$ cat src/source/msx_record_pkg.sv
`default_nettype none

package msx_record_pkg;

   typedef enum logic [3:0] {
      record_slot_a,
      record_slot_b,
      record_slot_internal,
      record_kbd_layout,
      record_config
   } record_type_t;

   typedef enum logic [7:0] {
      data_none,                           // No fill
      data_rom,                            // Copy following bytes, read only
      data_ram                             // Power-on pattern, writable
   } data_id_t;

   localparam int          RECORD_BYTES = 16;
   localparam int          CONFIG_INDEX = 1;
   localparam logic [23:0] SIGNATURE    = "MSX";

   // Byte offsets inside one record
   localparam int REC_TYPE_SLOT = 3;       // Type high nibble, slot/subslot low
   localparam int REC_DATA_ID   = 4;
   localparam int REC_SIZE_HI   = 5;
   localparam int REC_SIZE_LO   = 6;
   localparam int REC_DEVICE    = 7;
   localparam int REC_MAPPER    = 8;
   localparam int REC_MODE      = 9;
   localparam int REC_PARAM     = 10;

endpackage

`default_nettype wire

$ cat src/source/msx_slot_pkg.sv
`default_nettype none

package msx_slot_pkg;

   typedef enum logic [7:0] {
      mapper_unused,                       // Value left by the clear
      mapper_none,
      mapper_ascii8,
      mapper_ascii16,
      mapper_konami,
      mapper_konami_scc,
      mapper_ram,
      mapper_fmpac
   } mapper_t;

   typedef enum logic [7:0] {
      device_none,
      device_fdc,
      device_opl3,
      device_scc,
      device_scc2
   } device_t;

   typedef struct packed {
      mapper_t     mapper;
      device_t     device;
      logic  [3:0] ref_ram;                // Index into the RAM lookup table
      logic  [1:0] offset_ram;             // Page offset inside the block
   } slot_entry_t;

   typedef struct packed {
      logic [26:0] addr;
      logic [15:0] size;                   // In fill blocks
      logic        ro;
   } ram_ref_t;

   localparam int SLOT_ENTRIES = 64;       // 16 slot/subslot pairs x 4 pages
   localparam int RAM_REFS     = 16;

endpackage

`default_nettype wire
$ cat src/source/upload_sequencer.sv
`timescale 1ns/1ps
`default_nettype none

module upload_sequencer #(
   parameter int block_shift = 14
) (
   input  wire                          clk,
   input  wire                          rst_n,
   input  wire                          ioctl_download,
   input  wire                   [15:0] ioctl_index,
   input  wire                   [26:0] ioctl_addr,
   output logic                         reset_rq,
   output logic                  [27:0] ddr3_addr,
   output logic                         ddr3_rd,
   input  wire                    [7:0] ddr3_dout,
   input  wire                          ddr3_ready,
   output logic                         clear_req,
   input  wire                          clear_ack,
   output logic                         fill_req,
   input  wire                          fill_ack,
   output msx_record_pkg::data_id_t     fill_id,
   output logic                  [10:0] fill_blocks,
   output logic                   [3:0] ref_index,
   input  wire                          src_req,
   output logic                         src_ack,
   output logic                   [7:0] src_data,
   output logic                         commit_req,
   input  wire                          commit_ack,
   output logic                   [3:0] commit_slot,
   output logic                   [7:0] commit_mode,
   output logic                   [7:0] commit_param,
   output msx_slot_pkg::mapper_t        commit_mapper,
   output msx_slot_pkg::device_t        commit_device,
   output logic                   [3:0] commit_ref
);

   import msx_slot_pkg::*;
   import msx_record_pkg::*;

   typedef enum logic [2:0] {
      st_idle, st_clear, st_next, st_header, st_check, st_fill, st_commit
   } state_t;

   state_t      state;
   logic        download_q;
   logic [26:0] image_size;
   logic  [7:0] rec [RECORD_BYTES];
   logic  [3:0] byte_idx;
   logic  [3:0] ref_cnt;
   logic        rd_wait;                   // Byte requested, not yet taken
   logic        byte_ok;
   logic        start;
   logic [27:0] data_len;

   assign start    = download_q && !ioctl_download && ioctl_index == 16'(CONFIG_INDEX);
   assign byte_ok  = rd_wait && !ddr3_rd && ddr3_ready;
   assign reset_rq = state != st_idle;

   assign fill_id       = data_id_t'(rec[REC_DATA_ID]);
   assign fill_blocks   = fill_id == data_none ? 11'd0 :
                          {rec[REC_SIZE_HI][2:0], rec[REC_SIZE_LO]};
   assign data_len      = fill_id == data_rom ? 28'(fill_blocks) << block_shift : 28'd0;
   assign ref_index     = ref_cnt;
   assign commit_ref    = ref_cnt;
   assign commit_slot   = rec[REC_TYPE_SLOT][3:0];
   assign commit_mode   = rec[REC_MODE];
   assign commit_param  = rec[REC_PARAM];
   assign commit_mapper = mapper_t'(rec[REC_MAPPER]);
   assign commit_device = device_t'(rec[REC_DEVICE]);

   always_ff @(posedge clk) begin
      if (state == st_header && byte_ok) rec[byte_idx] <= ddr3_dout;
      if (state == st_fill && byte_ok) src_data <= ddr3_dout;
   end

   always_ff @(posedge clk or negedge rst_n) begin
      if (!rst_n) begin
         state      <= st_idle;
         download_q <= 1'b0;
         image_size <= '0;
         ddr3_addr  <= '0;
         ddr3_rd    <= 1'b0;
         rd_wait    <= 1'b0;
         byte_idx   <= '0;
         ref_cnt    <= '0;
         clear_req  <= 1'b0;
         fill_req   <= 1'b0;
         src_ack    <= 1'b0;
         commit_req <= 1'b0;
      end else begin
         download_q <= ioctl_download;
         if (ddr3_rd && ddr3_ready) begin  // Request taken by DDR3
            ddr3_rd   <= 1'b0;
            ddr3_addr <= ddr3_addr + 28'd1;
         end
         case (state)
            st_idle: if (start) begin
               image_size <= ioctl_addr;
               ddr3_addr  <= '0;
               ref_cnt    <= '0;
               clear_req  <= 1'b1;
               state      <= st_clear;
            end
            st_clear: if (clear_ack) begin
               clear_req <= 1'b0;
               state     <= st_next;
            end
            st_next: state <= ddr3_addr >= {1'b0, image_size} ? st_idle : st_header;
            st_header: begin
               if (!rd_wait) begin
                  ddr3_rd <= 1'b1;
                  rd_wait <= 1'b1;
               end
               if (byte_ok) begin
                  rd_wait  <= 1'b0;
                  byte_idx <= byte_idx + 4'd1;
                  if (byte_idx == 4'(RECORD_BYTES - 1)) state <= st_check;
               end
            end
            st_check: begin
               if ({rec[0], rec[1], rec[2]} != SIGNATURE) begin
                  state <= st_idle;                             // End of list
               end else if (record_type_t'(rec[REC_TYPE_SLOT][7:4]) != record_slot_internal) begin
                  ddr3_addr <= ddr3_addr + data_len;            // Step over its data
                  state     <= st_next;
               end else begin
                  fill_req <= 1'b1;
                  state    <= st_fill;
               end
            end
            st_fill: begin
               if (src_req && !src_ack && !rd_wait) begin
                  ddr3_rd <= 1'b1;
                  rd_wait <= 1'b1;
               end
               if (byte_ok) begin
                  rd_wait <= 1'b0;
                  src_ack <= 1'b1;
               end
               if (src_ack && !src_req) src_ack <= 1'b0;
               if (fill_ack) begin
                  fill_req   <= 1'b0;
                  commit_req <= 1'b1;
                  state      <= st_commit;
               end
            end
            st_commit: if (commit_ack) begin
               commit_req <= 1'b0;
               if (fill_blocks != 11'd0) ref_cnt <= ref_cnt + 4'd1;
               state <= st_next;
            end
            default: state <= st_idle;
         endcase
      end
   end

endmodule

`default_nettype wire

$ cat config.mk
export PLATFORM = sky130hd
export DESIGN_NAME = upload_sequencer
export DESIGN_NICKNAME = d
export VERILOG_FILES = /design/src/source/msx_record_pkg.sv /design/src/source/msx_slot_pkg.sv /design/src/source/upload_sequencer.sv
export SDC_FILE = /design/constraint.sdc
export NUM_CORES = 1
export LEC_CHECK = 0
export BUFFER_PORTS_ARGS = -buffer_cell sky130_fd_sc_hd__clkbuf_2
export CAP_MARGIN = 5
export CORE_MARGIN = 10
export CORE_UTILIZATION = 28
export CTS_CLUSTER_SIZE = 24
export DETAILED_ROUTE_END_ITERATION = 10
export HOLD_SLACK_MARGIN = 0.08
export PLACE_DENSITY = 0.47
export SLEW_MARGIN = 20
export SYNTH_ARGS = -nofsm -noshare
export SYNTH_HDL_FRONTEND = slang
export SYNTH_SLANG_ARGS = --single-unit
$ cat constraint.sdc
create_clock -name clk -period 4.7 [get_ports clk]
set_clock_uncertainty 0.2 [all_clocks]
set_input_delay 0.235 -clock clk [delete_from_list [all_inputs] [get_ports clk]]
set_output_delay 0.235 -clock clk [all_outputs]
set_load 0.02 [all_outputs]
==> metrics.cfg <==
[cells_and_area]
antenna_cells=0
layout.nets=1004
nFillCells=2842
syn2layout_area_growth_pct=28.55
ff_latch_area_um2=4559
drive_gt1_share_pct=23.55
multi_input_area_um2=3047

[worst_hold_path]
hp-class=in -> reg
whs_path_depth=1

[clocking]
hold_buffers=45
clock_path_buffers=2
cts_tree=yes
cts_resized=0
clkSlewWorstSetupHoldPaths_ps=80
numCtsBuffers=17
clock_sinks=164
cts.root.buffer_cell=clkbuf_16
clock_latency_ps=440
htreeDepth=4
post_cts_buffers=0

[setup_path]
worst-path-max-fanout=11
cp.arrival_ps=3440
criticalPathCategory=reg -> reg
reg2reg_slack_ps=1410
cp_slowest_stage_delay_ps=500
cp-start-kind=flop
r2r-end=ddr3_addr[23]$_DFF_PN0_
r2r_cells=11
path_cells=nor4_1 -> and3_1 -> nand2_1 -> inv_1 -> ha_1 -> a211oi_1 -> o21bai_1 -> o2bb2ai_1 -> nor2_1 -> or4b_1 -> o21ai_0
crit_path_end=ddr3_addr[23]$_DFF_PN0_
required_ps=4850
timing.rr.start=rec[4][5]$_DFFE_PP_
setup.worst_path.start=rec[4][5]$_DFFE_PP_
cp_slowest_cell=or4b_1
cp-end-kind=flop

[floorplan]
die_x_um=187.9
dieArea_um2=35300
start_util_pct=28.41
core_area_um2=27780
die_h_um=187.9
boundaryPins=164
rows=61

[power]
power.total_mw=3.377
power.leakage_nw=4.284
ir_worst_vdd_uv=164.1
power.density_nw_per_um2=332.8

[synthesis]
netlist_area_um2=7893
synthTopCellsByCount=edfxtp_1, dfrtp_1, nand2_1
synth_ff_type=edfxtp_1
syn_inst=697
syn_nets=801
yosys.area.top_type=edfxtp_1
synth_seq_cells=164
synthTopCellsByArea=edfxtp_1, dfrtp_1, ha_1, o21ai_0, nand2_1
syn_area_per_cell_um2=11.32
ys_types=63
async_reset_ff_share_pct=44.51
synth_edf_count=91
synth_warnings=0
yosys.area.top_type_share_pct=34.62
seq_area_frac_synth_pct=57.77
synth.most_common_cell=edfxtp_1

[grt]
grt_pass1_wl_um=34930
antenna_found_initial=0
grt_pass1_vias=6183
grt_start_max_net_pins=74
grtUsageTotal_pct=12.59
overflow=0

[routing]
wl_um=22150
drcViolationCount=0
ant_nets=0
detail_route.wl_per_cell_um=17.16
vias=5862
vias_per_cell=4.541
drt-initial-drc-count=268
dr.pass1.iters=4

[sta]
drv_slew=0
max_freq_mhz=303.8
hold_violations=0
holdWs_ps=86.30
post-route-min-period_ps=3292
setup-tns-final_ps=0
rsz0062_at_grt=false
slew_headroom_pct=51.15
min_period_over_period_pct=70.04
worst_slew_pin_slew_ps=732.7
setup-violations-final=0

[placed_design]
hpwl_um=16200
gp_congestion=0.7925
numPortBuffers=163

[flow_run]
max_cap_viol_count=0

[outcome]
status=complete, no violations

## state kept, by name, summed over array words and instances (netlist names)
register	flops
byte_idx	4
clear_req	1
commit_ref	4
commit_req	1
ddr3_addr	28
ddr3_rd	1
download_q	1
fill_req	1
image_size	27
rd_wait	1
rec	83
src_ack	1
src_data	8
state	3
## cells in the final DEF (no fill, tap or decap), types with 10 or more instances in the layout
master	instances
clkbuf_2	162
edfxtp_1	91
dfrtp_1	73
nand2_1	68
o21ai_0	54
dlygate4sd3_1	45
ha_1	44
inv_1	42
nor2_1	37
and2_1	24
a21oi_1	24
nor3_1	20
xnor2_1	19
nand3_1	17
clkbuf_16	17
nor2b_1	15
nor4_1	14
nand4_1	13
xor2_1	13
o22ai_1	10
## per-stage QoR
step / utilization [%] / setup slack [ps] / cells / cell area, um^2
after global placement: 32.65 / 1389 / 1214 / 9070
final: 36.52 / 1408 / 1291 / 10150
after detailed placement: 32.65 / 1377 / 1214 / 9070
after global routing: 36.52 / 1065 / 1291 / 10150
after CTS: 36.51 / 1337 / 1291 / 10140
after floorplan: - / 1594 / 697 / 7893
## worst min path at each step
stage / to / from / slack (ps)
detailed placement: download_q$_DFF_PN0_ / ioctl_download / 170
global route: rec[8][0]$_DFFE_PP_ / ddr3_dout[0] / 90
floorplan: byte_idx[0]$_DFFE_PN0P_ / rst_n / -260
CTS: clear_req$_DFFE_PN0P_ / ioctl_index[14] / 90
finish: rec[8][3]$_DFFE_PP_ / ddr3_dout[3] / 90
global placement: download_q$_DFF_PN0_ / ioctl_download / 170
## cell families (layout without fill, tap and decap cells)
family | after synthesis | after routing | synth area share [%]
AO/OA/AOI/OAI | 131 | 131 | 9.956
adder cells (fa/ha/maj) | 45 | 45 | 7.229
XOR/XNOR | 32 | 32 | 3.551
flip-flops | 164 | 164 | 57.77
buffers and inverters | 68 | 284 | 3.757
multiplexers | 4 | 4 | 0.5390
AND/OR/NAND/NOR | 253 | 253 | 17.20
## power breakdown
| group | leakage [nW] | total, mW | internal, mW | switching, mW |
|---|---|---|---|---|
| Sequential | 1.59 | 1.63 | 1.56 | 0.0728 |
| Clock | 0.301 | 1.45 | 0.774 | 0.678 |
| Combinational | 2.39 | 0.294 | 0.123 | 0.172 |
## area by class of cell
class | count | share of cell area, %
Clock buffer | 17 | 4.193
Multi-Input combinational cell | 465 | 30.03
Inverter | 42 | 1.554
Clock inverter | 15 | 1.936
Timing Repair Buffer | 210 | 12.69
Tap cell | 378 | 4.661
Sequential cell | 164 | 44.94
## layer usage
| layer | track usage, % | wire length [um] |
|---|---|---|
| met5 | 0 | 0 |
| met4 | 3.477 | 158 |
| met3 | 3.655 | 1193 |
| met2 | 20.94 | 10870 |
| met1 | 15.57 | 9932 |
## critical path: cells and delay by family (launching register included)
| family | cells | cell delay (ps) |
|---|---|---|
| and+or+nand+nor | 5 | 1470 |
| AOI/OAI and AO/OA | 4 | 850 |
| buffers and inverters | 1 | 80 |
| adders and majority gates | 1 | 230 |
| DFF | 1 | 390 |
Power figures use the tool's default switching activity.
