===== src/source/msx_record_pkg.sv =====
`default_nettype none

package msx_record_pkg;

   typedef enum logic [3:0] {
      record_slot_a,
      record_slot_b,
      record_slot_internal,
      record_kbd_layout,
      record_config
   } record_type_t;

   typedef enum logic [7:0] {
      data_none,                           // No fill
      data_rom,                            // Copy following bytes, read only
      data_ram                             // Power-on pattern, writable
   } data_id_t;

   localparam int          RECORD_BYTES = 16;
   localparam int          CONFIG_INDEX = 1;
   localparam logic [23:0] SIGNATURE    = "MSX";

   // Byte offsets inside one record
   localparam int REC_TYPE_SLOT = 3;       // Type high nibble, slot/subslot low
   localparam int REC_DATA_ID   = 4;
   localparam int REC_SIZE_HI   = 5;
   localparam int REC_SIZE_LO   = 6;
   localparam int REC_DEVICE    = 7;
   localparam int REC_MAPPER    = 8;
   localparam int REC_MODE      = 9;
   localparam int REC_PARAM     = 10;

endpackage

`default_nettype wire


===== src/source/msx_slot_pkg.sv =====
`default_nettype none

package msx_slot_pkg;

   typedef enum logic [7:0] {
      mapper_unused,                       // Value left by the clear
      mapper_none,
      mapper_ascii8,
      mapper_ascii16,
      mapper_konami,
      mapper_konami_scc,
      mapper_ram,
      mapper_fmpac
   } mapper_t;

   typedef enum logic [7:0] {
      device_none,
      device_fdc,
      device_opl3,
      device_scc,
      device_scc2
   } device_t;

   typedef struct packed {
      mapper_t     mapper;
      device_t     device;
      logic  [3:0] ref_ram;                // Index into the RAM lookup table
      logic  [1:0] offset_ram;             // Page offset inside the block
   } slot_entry_t;

   typedef struct packed {
      logic [26:0] addr;
      logic [15:0] size;                   // In fill blocks
      logic        ro;
   } ram_ref_t;

   localparam int SLOT_ENTRIES = 64;       // 16 slot/subslot pairs x 4 pages
   localparam int RAM_REFS     = 16;

endpackage

`default_nettype wire

===== src/source/ram_fill_engine.sv =====
`timescale 1ns/1ps
`default_nettype none

module ram_fill_engine #(
   parameter int block_shift = 14
) (
   input  wire                          clk,
   input  wire                          rst_n,
   input  wire                          fill_req,
   output logic                         fill_ack,
   input  wire msx_record_pkg::data_id_t fill_id,
   input  wire                   [10:0] fill_blocks,
   input  wire                    [3:0] ref_index,
   output logic                         src_req,
   input  wire                          src_ack,
   input  wire                    [7:0] src_data,
   output logic                  [26:0] ram_addr,
   output logic                   [7:0] ram_din,
   output logic                         ram_ce,
   input  wire                          ram_ready,
   output msx_slot_pkg::ram_ref_t       lookup_ram [msx_slot_pkg::RAM_REFS]
);

   import msx_record_pkg::*;

   localparam int count_w = 11 + block_shift;

   typedef enum logic [2:0] {st_idle, st_fetch, st_write, st_step, st_done} state_t;

   state_t             state;
   logic [count_w-1:0] count;                  // Bytes still to write
   logic               copy;
   logic         [7:0] data_q;

   // Power-on pattern is FF when address bits 8 and 1 agree
   assign ram_din = copy ? data_q : {8{ram_addr[8] ~^ ram_addr[1]}};

   always_ff @(posedge clk) begin
      if (state == st_fetch && src_ack) data_q <= src_data;
   end

   always_ff @(posedge clk or negedge rst_n) begin
      if (!rst_n) begin
         state      <= st_idle;
         count      <= '0;
         copy       <= 1'b0;
         ram_addr   <= '0;
         ram_ce     <= 1'b0;
         src_req    <= 1'b0;
         fill_ack   <= 1'b0;
         lookup_ram <= '{default: '0};
      end else begin
         ram_ce <= 1'b0;
         case (state)
            st_idle: if (fill_req) begin
               copy  <= fill_id != data_ram;
               count <= count_w'(fill_blocks) << block_shift;
               if (fill_blocks == 11'd0) begin
                  fill_ack <= 1'b1;
                  state    <= st_done;
               end else begin
                  lookup_ram[ref_index] <= '{addr: ram_addr, size: 16'(fill_blocks),
                                             ro: fill_id != data_ram};
                  src_req <= fill_id != data_ram;
                  state   <= fill_id != data_ram ? st_fetch : st_write;
               end
            end
            st_fetch: if (src_ack) begin
               src_req <= 1'b0;
               state   <= st_write;
            end
            st_write: if (ram_ready && !(copy && src_ack)) begin
               ram_ce <= 1'b1;
               count  <= count - count_w'(1);
               state  <= st_step;
            end
            st_step: begin
               ram_addr <= ram_addr + 27'd1;
               if (count == '0) begin
                  fill_ack <= 1'b1;
                  state    <= st_done;
               end else if (copy) begin
                  src_req <= 1'b1;
                  state   <= st_fetch;
               end else begin
                  state <= st_write;
               end
            end
            st_done: if (!fill_req) begin
               fill_ack <= 1'b0;
               state    <= st_idle;
            end
            default: state <= st_idle;
         endcase
      end
   end

endmodule

`default_nettype wire


===== config.mk =====
export PLATFORM = sky130hd
export DESIGN_NAME = ram_fill_engine
export DESIGN_NICKNAME = d
export VERILOG_FILES = /design/src/source/msx_record_pkg.sv /design/src/source/msx_slot_pkg.sv /design/src/source/ram_fill_engine.sv
export SDC_FILE = /design/constraint.sdc
export NUM_CORES = 1
export LEC_CHECK = 0
export ABC_AREA = 1
export BUFFER_PORTS_ARGS = -buffer_cell sky130_fd_sc_hd__buf_2
export CAP_MARGIN = 20
export CORE_AREA = 2 2 307 309
export DETAILED_ROUTE_END_ITERATION = 10
export DIE_AREA = 0 0 309 311
export GPL_ROUTABILITY_DRIVEN = 0
export GPL_TIMING_DRIVEN = 0
export SYNTH_ARGS = -nofsm -noshare
export SYNTH_HDL_FRONTEND = slang
export SYNTH_SLANG_ARGS = --single-unit

===== constraint.sdc =====
create_clock -name clk -period 1.8 [get_ports clk]
set_input_delay 0.45 -clock clk [delete_from_list [all_inputs] [get_ports clk]]
set_output_delay 0.45 -clock clk [all_outputs]
set_load 0.005 [all_outputs]

==> metrics, run 1 <==
status=finished, violations left; failing checks=negative hold slack, negative setup slack; Clock transition at path regs=0.06 ns; initial core utilization=29.0%; CORE AREA=0.0928 mm2; final WL=127,000 um; R2R setup slack=-0.16 ns; worst-margin pin slew=1.31 ns; Layout area overhead=63.7%; largest net degree at the start of global routing=108; CTS buffer count=78; Iteration-0 DRC Markers=2,080; GRT Resource Usage Total=24.8%; die height=311 um; fin util=47.5%; Worst Skew=0.0254 ns; htree depth=3; detailed-route via count=25,187; vias in the first global route=23,817; fin crit period=2.25 ns; Final period util=125%; R2R Path Start=state[1]$_DFFE_PN0P_; endpoints failing hold=58; worst hold path type=in -> async; Post-Syn Area=0.0269 mm2; Avg Synthesized Cell Area=9.75 um2; initial antenna violation count=5; max_cap viols=0; vias per cell=4.92; CTS tree=done; Synth Instances=2,763; Initial DRT Pass Iterations=8; Final ANT Viol Nets=0; Critical Path RT=1.35 ns; first-pass GRT wire length=172,000 um; remaining global-route overflow=0; headroom to the max-slew limit=12.4%; reg2reg end=lookup_ram[165]$_DFFE_PN0P_; worst reg2reg path depth=13; commonest non-fill, non-tap cell in the layout=buf_2; power consumption=51.5 mW; setup-violating endpoint count in the final report=472; Yosys warnings=0; count of clock tree sinks=691; insertion delay to the later sink of the worst-skew pair=0.66 ns; WS Path Type=reg -> out; DRC=0; register bit total from synthesis=691; CP endpoint kind=output port; die width=309 um; I/O pins=778; most frequent cells in the layout=buf_2 (702), dfrtp_1 (676), o21ai_2 (341); row cnt=112; crit path max fanout=8; PortBufs=697; worst hold margin=-0.305 ns; power per cell area=1170 mW/mm2; post-synthesis cell type count=33; Critical Path AT=1.80 ns; Pins Over Slew Limit=0; sequential cell area fraction in the yosys report=64.3%; Clock Path Buffers=3; Die ar.=0.0961 mm2; # hold bufs at CTS=8; Max IR drop VDD=0.638 mV; RSZ-0062 raised after global routing=yes; Fin Setup TNS=-24.71 ns; Max Freq=0.445 GHz; Root Buffer=clkbuf_16; Post-layout nets=3,850; DP HPWL=83,200 um; Avg WL per Cell=24.9 um; share of post-route cells with drive strength above 1=57.2%; Worst setup SP type=flip-flop; PnR worst setup slack=-0.448 ns; P_leak=21.8 nW
-- stage by stage --
stage          worst slack, ns  hold WS (ns)  instances  instance area (um2)
6_report                -0.448        -0.305       5123                44100
5_1_grt                 -0.546        -0.292       5122                44100
4_1_cts                 -0.492        -0.334       5080                40100
3_5_place_dp             -1.47         0.395       4803                32600
3_3_place_gp            -14.71         0.455       4793                32300
2_1_floorplan           0.0621         0.154       2842                27200
-- final cells by class --
cell class              count  area, um2
clock buffers             104       2170
multi-input cells        1788      12300
inverters                 107        454
repair buffers            902       6830
fillers                  8363      48700
well taps                1254       1570
clock inverters            32        470
plain buffers             244       2930
diodes                      1       2.50
flip-flops and latches    691      17300
-- kinds of logic after synthesis --
group | Yosys count | synth area share (%)
other | 1 | 0.0139
buffers and inverters | 363 | 7.38
adders and majority gates | 2 | 0.0928
DFF | 691 | 64.3
AOI/OAI and AO/OA | 670 | 12.5
and+or+nand+nor | 1016 | 15.1
xor gates and xnor gates | 20 | 0.650
-- worst max path at each step --
| stage | from | end | slack [ns] | depth (start not counted) |
|---|---|---|---|---|
| after floorplan | fill_blocks[2] | lookup_ram[513]$_DFFE_PN0P_ | 0.06 | 12 |
| after global placement | rst_n | lookup_ram[62]$_DFFE_PN0P_ | -14.71 | 1 |
| after detailed placement | fill_blocks[0] | lookup_ram[135]$_DFFE_PN0P_ | -1.47 | 10 |
| after CTS | ram_addr[8]$_DFFE_PN0P_ | ram_din[0] | -0.49 | 5 |
| after global routing | ram_addr[8]$_DFFE_PN0P_ | ram_din[7] | -0.55 | 4 |
| final | ram_addr[8]$_DFFE_PN0P_ | ram_din[0] | -0.45 | 4 |
-- layer usage --
layer  global-route usage, %  part of all wire [%]  vias up
li1                        -                     -    11041
met1                    32.7                    40    12686
met2                    39.2                    47     1168
met3                    5.71                   8.1      284
met4                    10.1                   4.3        8
met5                       0                 0.045        -
-- timing repair --
action / in CTS / in global routing
setup buffers: 87 / 50
endpoints found under the hold margin: 66 / 58
pin swaps: 9 / 23
endpoints found under the setup margin: 672 / 676
gates resized for setup: 1126 / 1230
cloned: 51 / 20
-- critical path, cell delays in order, from the launching register on --
cell and delay [ns]:
dfrtp_2 0.40, clkinvlp_4 0.22, o21ai_4 0.29, nand2_1 0.10, buf_2 0.14
-- cell usage after synthesis, drive strengths merged --
cell / number / area share, %
dfrtp: 683 / 63
buf: 146 / 4.3
o21ai: 651 / 12
xor2: 20 / 0.65
clkbuf: 110 / 1.6
o21bai: 2 / 0.056
edfxtp: 8 / 0.89
nand4: 17 / 0.39
a21oi: 14 / 0.26
a21boi: 1 / 0.028
conb: 1 / 0.014
nand2: 841 / 12
and2: 2 / 0.046
o22ai: 2 / 0.046
nor3: 13 / 0.24
nor2: 93 / 1.4
inv: 101 / 1.4
ha: 2 / 0.093
nand3: 46 / 0.85
nand3b: 4 / 0.11
clkinv: 6 / 0.088
-- registers in the layout, summed over array words and instances, names as in the netlist --
| signal | flops |
|---|---|
| data_q | 8 |
| count | 25 |
| src_req | 1 |
| state | 3 |
| lookup_ram | 624 |
| fill_ack | 1 |
| ram_addr | 27 |
| copy | 1 |
| ram_ce | 1 |
-- power breakdown --
group	internal, mW	switching (mW)	total [mW]
clock network	9.82	7.00	16.8
registers	18.4	2.38	20.8
logic	5.95	7.90	13.8
No activity file was read; power rests on OpenSTA's default activity.
==> run 2: changes to the inputs <==
Settings changed: CTS_CLUSTER_SIZE from default to 28, RECOVER_POWER from default to 50.
==> run 2 against run 1 <==
  * The run still ends with negative hold slack, negative setup slack left
  * Setup slack lost 0.013 ns
  * Power shrank 0.28%
  * Count of clock-buffer cells in the layout is the same
  * Maximum frequency shrank 0.58%
  * Critical path depth is the same
  * Clock skew shrank 0.0012 ns
  * Utilization shrank 0.17 points
  * Global-route usage is the same
  * Critical endpoint unchanged
  * Clock power is essentially flat
  * Sequential power is essentially flat
==> metrics, run 2 (synthesized netlist as in run 1, its figures left out) <==
status=finished, violations left; failing checks=negative hold slack, negative setup slack; Worst Skew=0.0241 ns; die width=309 um; initial antenna violation count=5; Worst path top cell family by delay=flip-flops; DRC=0; remaining global-route overflow=0; vias per cell=4.94; fin util=47.4%; RSZ-0062 raised after global routing=yes; P_leak=21.6 nW; R2R Path Start=state[0]$_DFFE_PN0P_; GRT Resource Usage Total=24.8%; Fillers=8,401; Fin Setup TNS=-64.08 ns; count of clock tree sinks=691; max reg flops=624; Initial DRT Pass Iterations=5; detailed-route via count=25,310; Pins Over Slew Limit=0; row cnt=112; most frequent cells in the layout=dfrtp_1 (676), buf_2 (648), o21ai_2 (341); largest net degree at the start of global routing=108; Avg WL per Cell=24.9 um; post-route cell area=0.0439 mm2; R2R setup slack=-0.27 ns; headroom to the max-slew limit=13.5%; critical path depth in cells=4; insertion delay to the later sink of the worst-skew pair=0.66 ns; Final period util=126%; Critical Path RT=1.35 ns; Layout area overhead=63.1%; worst-margin pin slew=1.30 ns; setup-violating endpoint count in the final report=774; CP Buf/Inv Count=2; vias in the first global route=23,817; Worst setup startpoint=ram_addr[8]$_DFFE_PN0P_; Post-layout nets=3,850; crit path max fanout=8; htree depth=3; # hold bufs at CTS=8; first-pass GRT wire length=172,000 um; PortBufs=697; max_cap viols=0; CP cell instances=clkinvlp_4 -> o21ai_4 -> nand2_1 -> buf_2; I/O pins=778; Critical Path Slowest Stage Cell=dfrtp_2; fin crit period=2.26 ns; Placement Cell Area=0.0326 mm2; Iteration-0 DRC Markers=2,014; Die ar.=0.0961 mm2; Max Freq=0.442 GHz; reg2reg end=ram_addr[18]$_DFFE_PN0P_; Clock transition at path regs=0.07 ns; initial core utilization=29.0%; crit path to=ram_din[0]; register area=0.0173 mm2; worst hold margin=-0.306 ns; CORE AREA=0.0928 mm2; Critical Path AT=1.81 ns; final WL=127,000 um; Final ANT Viol Nets=0; Max IR drop VDD=0.634 mV; die height=311 um; Worst path max stage delay=0.40 ns; Clock Path Buffers=3; power per cell area=1170 mW/mm2; CTS tree=done; largest registers=lookup_ram: 624 flops, ram_addr: 27 flops, count: 25 flops; Most flops, register=lookup_ram; DP HPWL=83,200 um; Worst setup SP type=flip-flop; WS Path Type=reg -> out; share of post-route cells with drive strength above 1=55.8%; worst reg2reg path depth=10; power consumption=51.4 mW; worst hold path type=in -> async; dpl ws=-1.47 ns; PnR worst setup slack=-0.461 ns; commonest non-fill, non-tap cell in the layout=dfrtp_1; CTS buffer count=78; endpoints failing hold=58; footprint of the multi-input gates=0.0123 mm2; CP endpoint kind=output port; Root Buffer=clkbuf_16
==> run 2: cell count changes in the layout (fill, tap and decap cells not counted), moves of 2 or more <==
cell,previous run,this run
nor2_4,9,7
buf_16,38,35
clkbuf_2,24,26
clkbuf_1,31,85
buf_6,57,59
buf_2,702,648
nand2_4,272,270
==> run 2: cell type report <==
type                    instances  area share, %
diodes                          1        0.00569
clock buffers                 104           4.94
plain buffers                 244           6.66
repair buffers                902           15.3
multi-input cells            1788           28.0
flip-flops and latches        691           39.5
inverters                     107           1.03
clock inverters                32           1.07
well taps                    1254           3.57
==> run 2: repair_timing <==
action | CTS | global route
setup endpoints to repair | 672 | 676
resized for setup | 1126 | 1230
buffers inserted | 87 | 50
hold endpoints to repair | 66 | 58
gates cloned | 51 | 20
pin swaps | 9 | 23
==> run 2: metal layers <==
layer	share of wire, %	track usage, %	wire length (um)
met1	41	32.7	51700
met2	47	39.2	59800
met3	8.0	5.71	10100
met4	4.4	10.1	5620
met5	0.045	0	57
==> run 2: worst min-delay path by stage <==
stage	to	cells after the start	start	slack [ns]
after floorplan	copy$_DFFE_PN0P_	0	rst_n	0.15
after global placement	src_req$_DFFE_PN0P_	2	src_req$_DFFE_PN0P_	0.45
after detailed placement	lookup_ram[386]$_DFFE_PN0P_	1	rst_n	0.39
final	lookup_ram[386]$_DFFE_PN0P_	1	rst_n	-0.31
after CTS	lookup_ram[386]$_DFFE_PN0P_	1	rst_n	-0.33
after global routing	lookup_ram[386]$_DFFE_PN0P_	1	rst_n	-0.29
==> run 2: report_power, final <==
part	internal (mW)	leakage, nW	switching, mW	total (mW)
registers	18.4	9.37	2.38	20.8
logic	5.81	10.9	7.89	13.7
clock network	9.82	1.29	7.00	16.8
==> run 2: worst register-to-register path, stage by stage, from the launching register on <==
cell and delay (ns):
dfrtp_1 0.38, buf_6 0.12, inv_4 0.03, nor2_1 0.44, nand2_8 0.16, nor2_4 0.16
nand4_1 0.25, nor2_2 0.26, nand2_1 0.07, nand2_1 0.06, nand2_1 0.05
==> run 2: stage by stage <==
| step | hold slack [ns] | instances |
|---|---|---|
| final | -0.306 | 5123 |
| after global routing | -0.292 | 5122 |
| after CTS | -0.334 | 5080 |
| after detailed placement | 0.395 | 4803 |
| after global placement | 0.455 | 4793 |
| after floorplan | 0.154 | 2842 |
